$ cat config.mk
export PLATFORM = sky130hd
export DESIGN_NAME = issue_top
export DESIGN_NICKNAME = d
export VERILOG_FILES = /design/src/common/issue_pkg.sv /design/src/inst_queue/inst_queue.sv /design/src/verilog/issue_logic.sv /design/src/verilog/issue_top.sv /design/src/verilog/pre_decoder.sv
export SDC_FILE = /design/constraint.sdc
export NUM_CORES = 1
export LEC_CHECK = 0
export BUFFER_PORTS_ARGS = -buffer_cell sky130_fd_sc_hd__buf_4
export CAP_MARGIN = 5
export CORE_UTILIZATION = 35
export CTS_BUF_LIST = sky130_fd_sc_hd__clkbuf_8
export CTS_CLUSTER_DIAMETER = 150
export CTS_CLUSTER_SIZE = 24
export DETAILED_ROUTE_END_ITERATION = 16
export GPL_ROUTABILITY_DRIVEN = 0
export PLACE_DENSITY = 0.61
export SLEW_MARGIN = 15
export SYNTH_ARGS = -nofsm -noshare
export SYNTH_HDL_FRONTEND = slang
export SYNTH_SLANG_ARGS = --single-unit
$ cat constraint.sdc
create_clock -name clk -period 10.6 [get_ports clk]
set_clock_uncertainty 0.1 [all_clocks]
set_input_delay 1.06 -clock clk [delete_from_list [all_inputs] [get_ports clk]]
set_output_delay 1.06 -clock clk [all_outputs]
set_load 0.02 [all_outputs]
$ cat src/common/issue_pkg.sv
package issue_pkg;

    // ----------------------------------------
    // Queue sizing
    // ----------------------------------------
    localparam int queue_depth = 8;    // Also the sender's credits after reset
    localparam int queue_ptr_w = 3;

    // ----------------------------------------
    // MIPS encodings
    // ----------------------------------------
    typedef enum logic [5:0] {
        op_special = 6'h00, op_regimm = 6'h01, op_j     = 6'h02, op_jal   = 6'h03,
        op_beq     = 6'h04, op_bne    = 6'h05, op_blez  = 6'h06, op_bgtz  = 6'h07,
        op_addi    = 6'h08, op_addiu  = 6'h09, op_slti  = 6'h0a, op_andi  = 6'h0c,
        op_ori     = 6'h0d, op_xori   = 6'h0e, op_lui   = 6'h0f, op_lb    = 6'h20,
        op_lh      = 6'h21, op_lw     = 6'h23, op_lbu   = 6'h24, op_lhu   = 6'h25,
        op_sb      = 6'h28, op_sh     = 6'h29, op_sw    = 6'h2b
    } mips_opcode_e;

    typedef enum logic [5:0] {
        fn_sll  = 6'h00, fn_srl   = 6'h02, fn_sra  = 6'h03, fn_jr    = 6'h08,
        fn_jalr = 6'h09, fn_mfhi  = 6'h10, fn_mthi = 6'h11, fn_mflo  = 6'h12,
        fn_mtlo = 6'h13, fn_mult  = 6'h18, fn_multu = 6'h19, fn_div  = 6'h1a,
        fn_divu = 6'h1b, fn_add   = 6'h20, fn_addu = 6'h21, fn_sub   = 6'h22,
        fn_subu = 6'h23, fn_and   = 6'h24, fn_or   = 6'h25, fn_xor   = 6'h26,
        fn_nor  = 6'h27, fn_slt   = 6'h2a, fn_sltu = 6'h2b
    } mips_funct_e;

    // Pairing class
    typedef enum logic [2:0] {
        class_alu,
        class_branch,
        class_jump_imm,
        class_jump_reg,
        class_load_store,
        class_hilo
    } inst_class_e;

    // ----------------------------------------
    // Payloads
    // ----------------------------------------
    typedef struct packed {
        logic        valid;
        logic [31:0] pc;
        logic [31:0] inst;
    } fetch_lane_t;

    typedef struct packed {
        fetch_lane_t [1:0] lane;       // Lane 0 is the older one
    } fetch_pair_t;

    typedef struct packed {
        logic [31:0] pc;
        logic [31:0] inst;
    } queue_entry_t;

    typedef struct packed {
        logic [31:0]  pc;
        logic [31:0]  inst;
        mips_opcode_e opcode;
        logic [4:0]   rs;
        logic [4:0]   rt;
        logic [4:0]   rd;
        logic [4:0]   sa;
        mips_funct_e  funct;
        logic [15:0]  imme;
        logic [25:0]  j_imme;
        logic         w_reg_ena;
        logic [4:0]   w_reg_dst;
        inst_class_e  inst_class;
    } decoded_inst_t;

    typedef struct packed {
        logic          valid;
        decoded_inst_t inst;
    } issue_slot_t;

endpackage

$ cat src/inst_queue/inst_queue.sv
`timescale 1ns/1ps

module inst_queue (
    input  logic                   clk,
    input  logic                   reset,
    input  issue_pkg::fetch_pair_t push,
    input  logic [1:0]             pop,
    output issue_pkg::queue_entry_t head_0,
    output issue_pkg::queue_entry_t head_1,
    output logic [1:0]             head_ok,
    output logic [1:0]             credit_return
);
    import issue_pkg::*;

    queue_entry_t mem [queue_depth];

    logic [queue_ptr_w-1:0] rd_ptr;
    logic [queue_ptr_w-1:0] wr_ptr;
    logic [queue_ptr_w:0]   count;

    logic [1:0] push_cnt;
    logic [1:0] pop_cnt;
    queue_entry_t lane_0_entry;
    queue_entry_t lane_1_entry;

    // ----------------------------------------
    // Counts
    // ----------------------------------------
    // Lane 1 is only valid together with lane 0, so the count is a plain sum
    assign push_cnt = {1'b0, push.lane[0].valid} + {1'b0, push.lane[1].valid};
    assign pop_cnt  = {1'b0, pop[0]} + {1'b0, pop[1]};

    assign lane_0_entry.pc   = push.lane[0].pc;
    assign lane_0_entry.inst = push.lane[0].inst;
    assign lane_1_entry.pc   = push.lane[1].pc;
    assign lane_1_entry.inst = push.lane[1].inst;

    // ----------------------------------------
    // Storage
    // ----------------------------------------
    always_ff @(posedge clk) begin
        if (push.lane[0].valid) begin
            mem[wr_ptr] <= lane_0_entry;
        end
        if (push.lane[1].valid) begin
            mem[wr_ptr + queue_ptr_w'(1)] <= lane_1_entry;
        end
    end

    always_ff @(posedge clk) begin
        if (reset) begin
            rd_ptr <= '0;
            wr_ptr <= '0;
            count  <= '0;
        end else begin
            wr_ptr <= wr_ptr + queue_ptr_w'(push_cnt);
            rd_ptr <= rd_ptr + queue_ptr_w'(pop_cnt);
            count  <= count + (queue_ptr_w + 1)'(push_cnt) - (queue_ptr_w + 1)'(pop_cnt);
        end
    end

    // ----------------------------------------
    // Head and credits
    // ----------------------------------------
    assign head_0 = mem[rd_ptr];
    assign head_1 = mem[rd_ptr + queue_ptr_w'(1)];   // Wraps with the pointer

    // Occupancy flags come straight from the registered count
    assign head_ok[0] = (count != '0);
    assign head_ok[1] = (count >= (queue_ptr_w + 1)'(2));

    assign credit_return = pop_cnt;   // One credit per entry leaving

endmodule

$ cat src/verilog/issue_logic.sv
`timescale 1ns/1ps

module issue_logic (
    input  logic                          clk,
    input  logic                          reset,
    input  logic                          stall,
    input  logic [1:0]                    head_ok,
    input  issue_pkg::decoded_inst_t      slot_0,
    input  issue_pkg::decoded_inst_t      slot_1,
    output logic [1:0]                    pop,
    output issue_pkg::issue_slot_t [1:0]  issue_out
);
    import issue_pkg::*;

    logic jmp_0;
    logic jmp_1;
    logic ls_0;
    logic hilo_0;
    logic raw_conflict;
    logic pair;

    logic [1:0]          valid_q;
    decoded_inst_t [1:0] inst_q;

    // ----------------------------------------
    // Pairing checks
    // ----------------------------------------
    assign jmp_0 = (slot_0.inst_class == class_branch) ||
                   (slot_0.inst_class == class_jump_imm) ||
                   (slot_0.inst_class == class_jump_reg);
    assign jmp_1 = (slot_1.inst_class == class_branch) ||
                   (slot_1.inst_class == class_jump_imm) ||
                   (slot_1.inst_class == class_jump_reg);
    assign ls_0   = (slot_0.inst_class == class_load_store);
    assign hilo_0 = (slot_0.inst_class == class_hilo);

    // Writes to register 0 never create a dependence
    assign raw_conflict = slot_0.w_reg_ena &&
        (((slot_0.w_reg_dst == slot_1.rs) && (slot_1.rs != 5'd0)) ||
         ((slot_0.w_reg_dst == slot_1.rt) && (slot_1.rt != 5'd0)));

    always_comb begin
        pair = 1'b0;
        if (jmp_0) begin
            pair = 1'b1;                 // Keep the delay slot with its jump
        end else if (raw_conflict) begin
            pair = 1'b0;
        end else if (ls_0) begin
            pair = 1'b0;
        end else if (jmp_1) begin
            pair = 1'b0;                 // Wait so it pairs with its own delay slot
        end else if (hilo_0) begin
            pair = 1'b0;
        end else begin
            pair = 1'b1;
        end
    end

    // Slot 1 only leaves when it really exists
    assign pop[0] = !stall && head_ok[0];
    assign pop[1] = !stall && head_ok[0] && head_ok[1] && pair;

    // ----------------------------------------
    // Issue register
    // ----------------------------------------
    always_ff @(posedge clk) begin
        if (reset) begin
            valid_q <= 2'b00;
        end else if (!stall) begin
            valid_q <= pop;
        end
    end

    always_ff @(posedge clk) begin
        if (pop[0]) inst_q[0] <= slot_0;
        if (pop[1]) inst_q[1] <= slot_1;
    end

    assign issue_out[0].valid = valid_q[0];
    assign issue_out[0].inst  = inst_q[0];
    assign issue_out[1].valid = valid_q[1];
    assign issue_out[1].inst  = inst_q[1];

endmodule

$ cat src/verilog/issue_top.sv
`timescale 1ns/1ps

module issue_top (
    input  logic                         clk,
    input  logic                         reset,
    input  logic                         stall,
    input  issue_pkg::fetch_pair_t       push,
    output logic [1:0]                   credit_return,
    output issue_pkg::issue_slot_t [1:0] issue_out
);
    import issue_pkg::*;

    queue_entry_t  head_0;
    queue_entry_t  head_1;
    logic [1:0]    head_ok;
    logic [1:0]    pop;
    decoded_inst_t dec_0;
    decoded_inst_t dec_1;

    // ----------------------------------------
    // Queue and pre-decode
    // ----------------------------------------
    inst_queue queue_i (
        .clk           (clk),
        .reset         (reset),
        .push          (push),
        .pop           (pop),
        .head_0        (head_0),
        .head_1        (head_1),
        .head_ok       (head_ok),
        .credit_return (credit_return)
    );

    pre_decoder dec_0_i (.entry(head_0), .decoded(dec_0));   // Older entry
    pre_decoder dec_1_i (.entry(head_1), .decoded(dec_1));

    // ----------------------------------------
    // Pairing and issue register
    // ----------------------------------------
    issue_logic issue_i (
        .clk       (clk),
        .reset     (reset),
        .stall     (stall),
        .head_ok   (head_ok),
        .slot_0    (dec_0),
        .slot_1    (dec_1),
        .pop       (pop),
        .issue_out (issue_out)
    );

endmodule

$ cat src/verilog/pre_decoder.sv
`timescale 1ns/1ps

module pre_decoder (
    input  issue_pkg::queue_entry_t  entry,
    output issue_pkg::decoded_inst_t decoded
);
    import issue_pkg::*;

    mips_opcode_e op;
    mips_funct_e  fn;
    logic [4:0]   rs;
    logic [4:0]   rt;
    logic [4:0]   rd;
    logic         w_ena;
    logic [4:0]   w_dst;
    inst_class_e  cls;

    // ----------------------------------------
    // Field split
    // ----------------------------------------
    assign op = mips_opcode_e'(entry.inst[31:26]);
    assign fn = mips_funct_e'(entry.inst[5:0]);
    assign rs = entry.inst[25:21];
    assign rt = entry.inst[20:16];
    assign rd = entry.inst[15:11];

    // ----------------------------------------
    // Write target and class
    // ----------------------------------------
    always_comb begin
        w_ena = 1'b0;
        w_dst = 5'd0;
        cls   = class_alu;
        case (op)
            op_special: begin
                w_ena = 1'b1;
                w_dst = rd;
                case (fn)
                    fn_jr: begin
                        w_ena = 1'b0;
                        cls   = class_jump_reg;
                    end
                    fn_jalr: begin
                        cls = class_jump_reg;   // Link goes to rd
                    end
                    fn_mfhi, fn_mflo: begin
                        cls = class_hilo;
                    end
                    fn_mthi, fn_mtlo, fn_mult, fn_multu, fn_div, fn_divu: begin
                        w_ena = 1'b0;           // Only HI/LO change
                        cls   = class_hilo;
                    end
                    default: begin
                        cls = class_alu;
                    end
                endcase
            end
            op_regimm, op_beq, op_bne, op_blez, op_bgtz: begin
                cls = class_branch;
            end
            op_j: begin
                cls = class_jump_imm;
            end
            op_jal: begin
                w_ena = 1'b1;
                w_dst = 5'd31;
                cls   = class_jump_imm;
            end
            op_addi, op_addiu, op_slti, op_andi, op_ori, op_xori, op_lui: begin
                w_ena = 1'b1;
                w_dst = rt;
            end
            op_lb, op_lh, op_lw, op_lbu, op_lhu: begin
                w_ena = 1'b1;
                w_dst = rt;
                cls   = class_load_store;
            end
            op_sb, op_sh, op_sw: begin
                cls = class_load_store;
            end
            default: begin
                cls = class_alu;   // Unknown opcodes pair freely and write nothing
            end
        endcase
    end

    assign decoded.pc         = entry.pc;
    assign decoded.inst       = entry.inst;
    assign decoded.opcode     = op;
    assign decoded.rs         = rs;
    assign decoded.rt         = rt;
    assign decoded.rd         = rd;
    assign decoded.sa         = entry.inst[10:6];
    assign decoded.funct      = fn;
    assign decoded.imme       = entry.inst[15:0];
    assign decoded.j_imme     = entry.inst[25:0];
    assign decoded.w_reg_ena  = w_ena;
    assign decoded.w_reg_dst  = w_dst;
    assign decoded.inst_class = cls;

endmodule
==> flow_summary.yaml, run 1 <==
critical_path:
  critPathMaxStageDelay_ns: 0.78
  cp_cell_sequence: "buf_12, buf_4, mux4_1, mux2_2, nor3_1, nand2b_1, or4_4, o21ai_0, nor2_1, o31ai_2, o22ai_4, buf_4, ha_1, buf_4"
  criticalPathCategory: "reg -> out"
  regToRegSetupSlack_ns: 3.51
  crit_fanout: 128
  cp_top_family: "buffers and inverters"
  critPathCaptureType: "primary output"
  cp.required_ns: 9.44
  slowest_stage: "dfxtp_4"
  crit_top_cell: "buf_4"
  start_kind: "register"
  cp.buffers_inverters: 4
  cp.arrival_ns: 6.49
sta:
  fmax_ghz: 0.131
  finalMaxSlewViolations: 0
  setup_violations: 0
  rsz0062_at_grt: "false"
  tightest_slew_ns: 1.05
  post-route-period-util: 0.722
  relSlewSlack: 0.301
  setup-tns-final_ns: 0
  min_period_ns: 7.65
  final-hold-violation-count: 0
synth:
  synth_cell_type_count: 69
  synth.avg_cell_area_um2: 17.6
  synth_edf_count: 658
  syn-num-nets: 2204
  synth_cells: 2056
  synth_ff_type: "edfxtp_1"
  synth-seq-area-share: 0.552
  synth_seq_cells: 670
  syn-cell-area_um2: 36200
  yosys_warnings: 0
  async_reset_ff_frac: 0
final_layout:
  multi_input_area_um2: 14500
  final_common_cell: "edfxtp_1"
  fin_nets: 2430
  drive_gt1_frac: 0.613
  fillerInstances: 9288
  instances_no_fill: 3671
  regArea_um2: 20000
  layout_common_cells: "edfxtp_1, mux2_2, buf_4"
  areaGrowthSynthToFinish_pct: 11.6
drt:
  drtAntennaViolNets: 0
  vias: 20790
  drt-initial-drc-count: 1988
  drc: 0
  wl_um: 111000
  wl_per_cell_um: 30.1
  first_pass_iters: 5
  viasPerCell: 5.66
die:
  core_um2: 102000
  floorplan.initialDensity: 0.355
  top_level_ports: 431
  die-area_um2: 105000
  die_x_um: 324
  rows: 117
  die_y_um: 324
clock_network:
  insertion_delay_ns: 0.74
  root_buffer: "clkbuf_8"
  htree_levels: 1
  postCtsHoldBufs: 0
  postCtsSetupBuffers: 0
  numCtsBuffers: 31
  clkSlewWorstSetupHoldPaths_ns: 0.15
  cts_tree: "done"
  cts.path.max_buffers: 3
  cts.repair.resized: 0
  clock_sinks: 670
place:
  dp_hpwl_um: 69600
  port_buffers: 430
  dp_cells: 3617
global_routing:
  grt.overflow.total: 0
  antenna_found_initial: 22
  track_usage: 0.205
  grt_pass1_vias: 21306
  grt_pass1_wl_um: 155000
  grt_max_degree: 129
run_status:
  status: "finished, final reports clean"
power:
  power.total_mw: 9.92
  ir_drop_v: 0.000170
  p_leak_nw: 13.4
  power.density_nw_per_um2: 245
hold_path:
  hold_class: "reg -> reg"
flow_run:
  cap_viol_max_count: 0
cell type report:
type                    instances  share of cell area
flip-flops and latches        670               0.495
multi-input cells            1062               0.358
repair buffers                473              0.0881
well taps                    1368              0.0423
clock buffers                  31              0.0105
inverters                      44             0.00408
clock inverters                14             0.00130
diodes                          9            0.000557
cell usage after synthesis (all sizes together), types with 2 or more instances:
master  count  area share
edfxtp    658        0.55
mux2      614        0.19
mux4      251        0.16
buf       198       0.040
clkbuf     82      0.0086
inv        44      0.0046
mux2i      28      0.0083
nand2      15      0.0016
nor2       13      0.0013
dfxtp      12      0.0066
ha         11      0.0038
nand2b     11      0.0020
nor3       11      0.0017
o21ai      10      0.0018
o221ai     10      0.0024
xnor2      10      0.0024
a21oi       8      0.0014
xor2        8      0.0019
nor2b       7      0.0014
a221oi      5      0.0021
nand3       5     0.00097
o31ai       5      0.0013
fa          4      0.0022
nand4       4     0.00069
o21bai      4     0.00083
a21o        3     0.00066
o32ai       3     0.00073
or3         3     0.00069
nor4        2     0.00093
o21a        2     0.00041
or4         2     0.00052
per-stage QoR:
step / setup slack [ns] / utilization / hold slack [ns] / area [um^2]
after floorplan: 1.94 / - / 0.497 / 36200
after global placement: 3.40 / 0.391 / 0.375 / 40000
after detailed placement: 3.40 / 0.391 / 0.394 / 40000
after CTS: 2.78 / 0.396 / 0.427 / 40400
after global routing: 2.57 / 0.396 / 0.453 / 40400
final: 2.95 / 0.396 / 0.437 / 40500
worst register-to-register path, delay by kind of cell, from the launching register on:
kind | cells | cell delay, ns
flip-flops | 1 | 0.78
AND/OR/NAND/NOR | 5 | 1.35
XOR/XNOR | 1 | 0.13
multiplexers | 2 | 0.79
adder cells (fa/ha/maj) | 3 | 1.21
AO/OA/AOI/OAI | 5 | 0.80
buffers and inverters | 4 | 1.86
power by group:
group	internal (mW)	total (mW)	leakage [nW]	switching [mW]
Combinational	2.09	4.78	6.96	2.68
Sequential	3.67	4.06	6.18	0.388
Clock	0.271	1.08	0.294	0.811
Total	6.04	9.92	13.4	3.88
state kept, by name (all words and copies together) (netlist names):
signal             cells
queue_i.rd_ptr         3
issue_i.valid_q        2
issue_i.issue_out    146
queue_i.mem          512
queue_i.wr_ptr         3
queue_i.count          4
logic make-up (layout without fill, tap and decap cells):
logic type	count (synthesis)	count (layout)	share of synthesized area
flip-flops	670	670	0.552
AND/OR/NAND/NOR	77	77	0.0132
adder cells (fa/ha/maj)	15	15	0.00601
XOR/XNOR	18	18	0.00435
buffers and inverters	324	562	0.0532
other	0	9	0
multiplexers	893	893	0.357
AO/OA/AOI/OAI	59	59	0.0141
layer usage:
metal  vias up  wire length (um)  track usage
li1       8625                 -            -
met2       884             54300        0.349
met4        26              1870       0.0373
met5         -               187            0
met3       107              8080       0.0388
met1     11148             46100        0.275
worst paths after layout:
kind                   endpoint               start  cells past startpoint
max            credit_return[0]   queue_i.rd_ptr[0]                     14
min          issue_i.valid_q[0]  issue_i.valid_q[0]                      2
max reg2reg    queue_i.count[3]   queue_i.rd_ptr[0]                     20
min reg2reg  issue_i.valid_q[0]  issue_i.valid_q[0]                      2
(Power assumes the default switching activity.)
==> run 2, diff against run 1 <==
==> constraint.sdc (replaced) <==
create_clock -name clk -period 7.12 [get_ports clk]
set_clock_uncertainty 0.1 [all_clocks]
set_input_delay 0.712 -clock clk [delete_from_list [all_inputs] [get_ports clk]]
set_output_delay 0.712 -clock clk [all_outputs]
set_load 0.02 [all_outputs]
==> flow_summary.yaml, run 2 (same netlist as run 1, synthesis figures left out) <==
run_status:
  status: "finished, final reports clean"
sta:
  tightest_slew_ns: 1.11
  post-route-period-util: 0.883
  relSlewSlack: 0.262
  rsz0062_at_grt: "false"
  fin_ws_ns: 0.835
  setup_violations: 0
  fmax_ghz: 0.159
  finalMaxSlewViolations: 0
  min_period_ns: 6.28
  setup-tns-final_ns: 0
  final-hold-violation-count: 0
final_layout:
  regMostFlops: "queue_i.mem"
  largest_reg_flops: 512
  areaGrowthSynthToFinish_pct: 11.8
  fin_nets: 2434
  final_common_cell: "edfxtp_1"
  layout_common_cells: "edfxtp_1, mux2_2, buf_4"
  drive_gt1_frac: 0.614
  fin_util: 0.396
drt:
  vias: 20777
  drc: 0
  wl_per_cell_um: 30.2
  first_pass_iters: 5
  wl_um: 111000
  drtAntennaViolNets: 0
  viasPerCell: 5.66
  wl_met3_um: 8170
  top_layer_used: "met5"
  wl_met1_um: 46300
  wl_met2_um: 54400
  drt-initial-drc-count: 1752
power:
  swShare: 0.392
  p_comb_frac: 0.482
  p_switching_mw: 5.79
  internal_power_mw: 8.99
  pwr-share-seq: 0.410
  p_clk_frac: 0.108
  power.density_nw_per_um2: 365
  ir_drop_v: 0.000209
  p_leak_nw: 13.5
critical_path:
  start_kind: "register"
  cp.required_ns: 6.31
  cp.arrival_ns: 5.47
  crit_fanout: 27
  critPathCaptureType: "primary output"
  reg2reg_depth: 19
  criticalPathCategory: "reg -> out"
clock_network:
  root_buffer: "clkbuf_8"
  htree_levels: 1
  numCtsBuffers: 31
  cts.path.max_buffers: 3
  postCtsSetupBuffers: 0
  cts_tree: "done"
  cts.repair.resized: 0
  insertion_delay_ns: 0.74
  clock_sinks: 670
  postCtsHoldBufs: 0
  clkSlewWorstSetupHoldPaths_ns: 0.16
hold_path:
  hold_class: "in -> reg"
  min_path_cells: 3
die:
  top_level_ports: 431
  core_um2: 102000
  die-area_um2: 105000
  rows: 117
  die_x_um: 324
  die_y_um: 324
  floorplan.initialDensity: 0.355
global_routing:
  grt_pass1_vias: 21493
  track_usage: 0.208
  antenna_found_initial: 23
  grt_max_degree: 78
  grt.overflow.total: 0
  grt_pass1_wl_um: 157000
place:
  pre_cts_slack_ns: 1.06
  port_buffers: 430
  dp_hpwl_um: 69400
flow_run:
  cap_viol_max_count: 0
==> run 2: layer usage <==
metal  up-vias  global-route usage
met3       132              0.0390
met1     11089               0.279
li1       8646                   -
met5         -                   0
met2       882               0.352
met4        28              0.0416
==> run 2: area by class of cell <==
cell class | count | area, um^2
Fill cell | 9282 | 61700
Inverter | 44 | 165
Timing Repair Buffer | 477 | 3610
Multi-Input combinational cell | 1062 | 14500
Antenna cell | 7 | 17.5
Sequential cell | 670 | 20000
Tap cell | 1368 | 1710
Clock buffer | 31 | 427
Clock inverter | 14 | 52.6
==> run 2: final timing paths <==
check                                         from                 end  slack (ns)
worst max-delay path             queue_i.rd_ptr[0]    credit_return[0]        0.84
worst min-delay path                         stall  issue_i.valid_q[0]        0.17
worst max register to register   queue_i.rd_ptr[0]    queue_i.count[3]        1.02
worst min register to register  issue_i.valid_q[0]  issue_i.valid_q[0]        0.42
==> run 2: stage by stage <==
stage / power (mW) / area, um^2 / instances / hold slack, ns
6_report: 14.8 / 40500 / 3673 / 0.169
5_1_grt: 15.5 / 40500 / 3671 / 0.163
4_1_cts: 14.9 / 40500 / 3666 / 0.117
3_5_place_dp: 13.3 / 40000 / 3621 / 0.387
3_3_place_gp: 13.3 / 40000 / 3621 / 0.376
2_1_floorplan: 11.0 / 36200 / 2056 / 0.497
==> run 2: power by group through the flow <==
stage	combinational [mW]	clock (mW)	sequential (mW)
finish	7.12	1.60	6.06
detailed placement	7.17	0	6.16
global placement	7.14	0	6.13
floorplan	4.55	0	6.41
CTS	7.20	1.66	6.08
global route	7.57	1.76	6.16
==> run 2: critical path: stages, from the launching register on <==
cell and delay (ns):
dfxtp_4 0.72, ha_4 0.49, mux4_2 0.55, mux2i_1 0.44, inv_1 0.16, nor3_1 0.27, nand2b_1 0.31, or4_4 0.65
o21ai_0 0.12, nor2_1 0.13, o31ai_2 0.18, o22ai_4 0.17, ha_1 0.36, buf_4 0.18
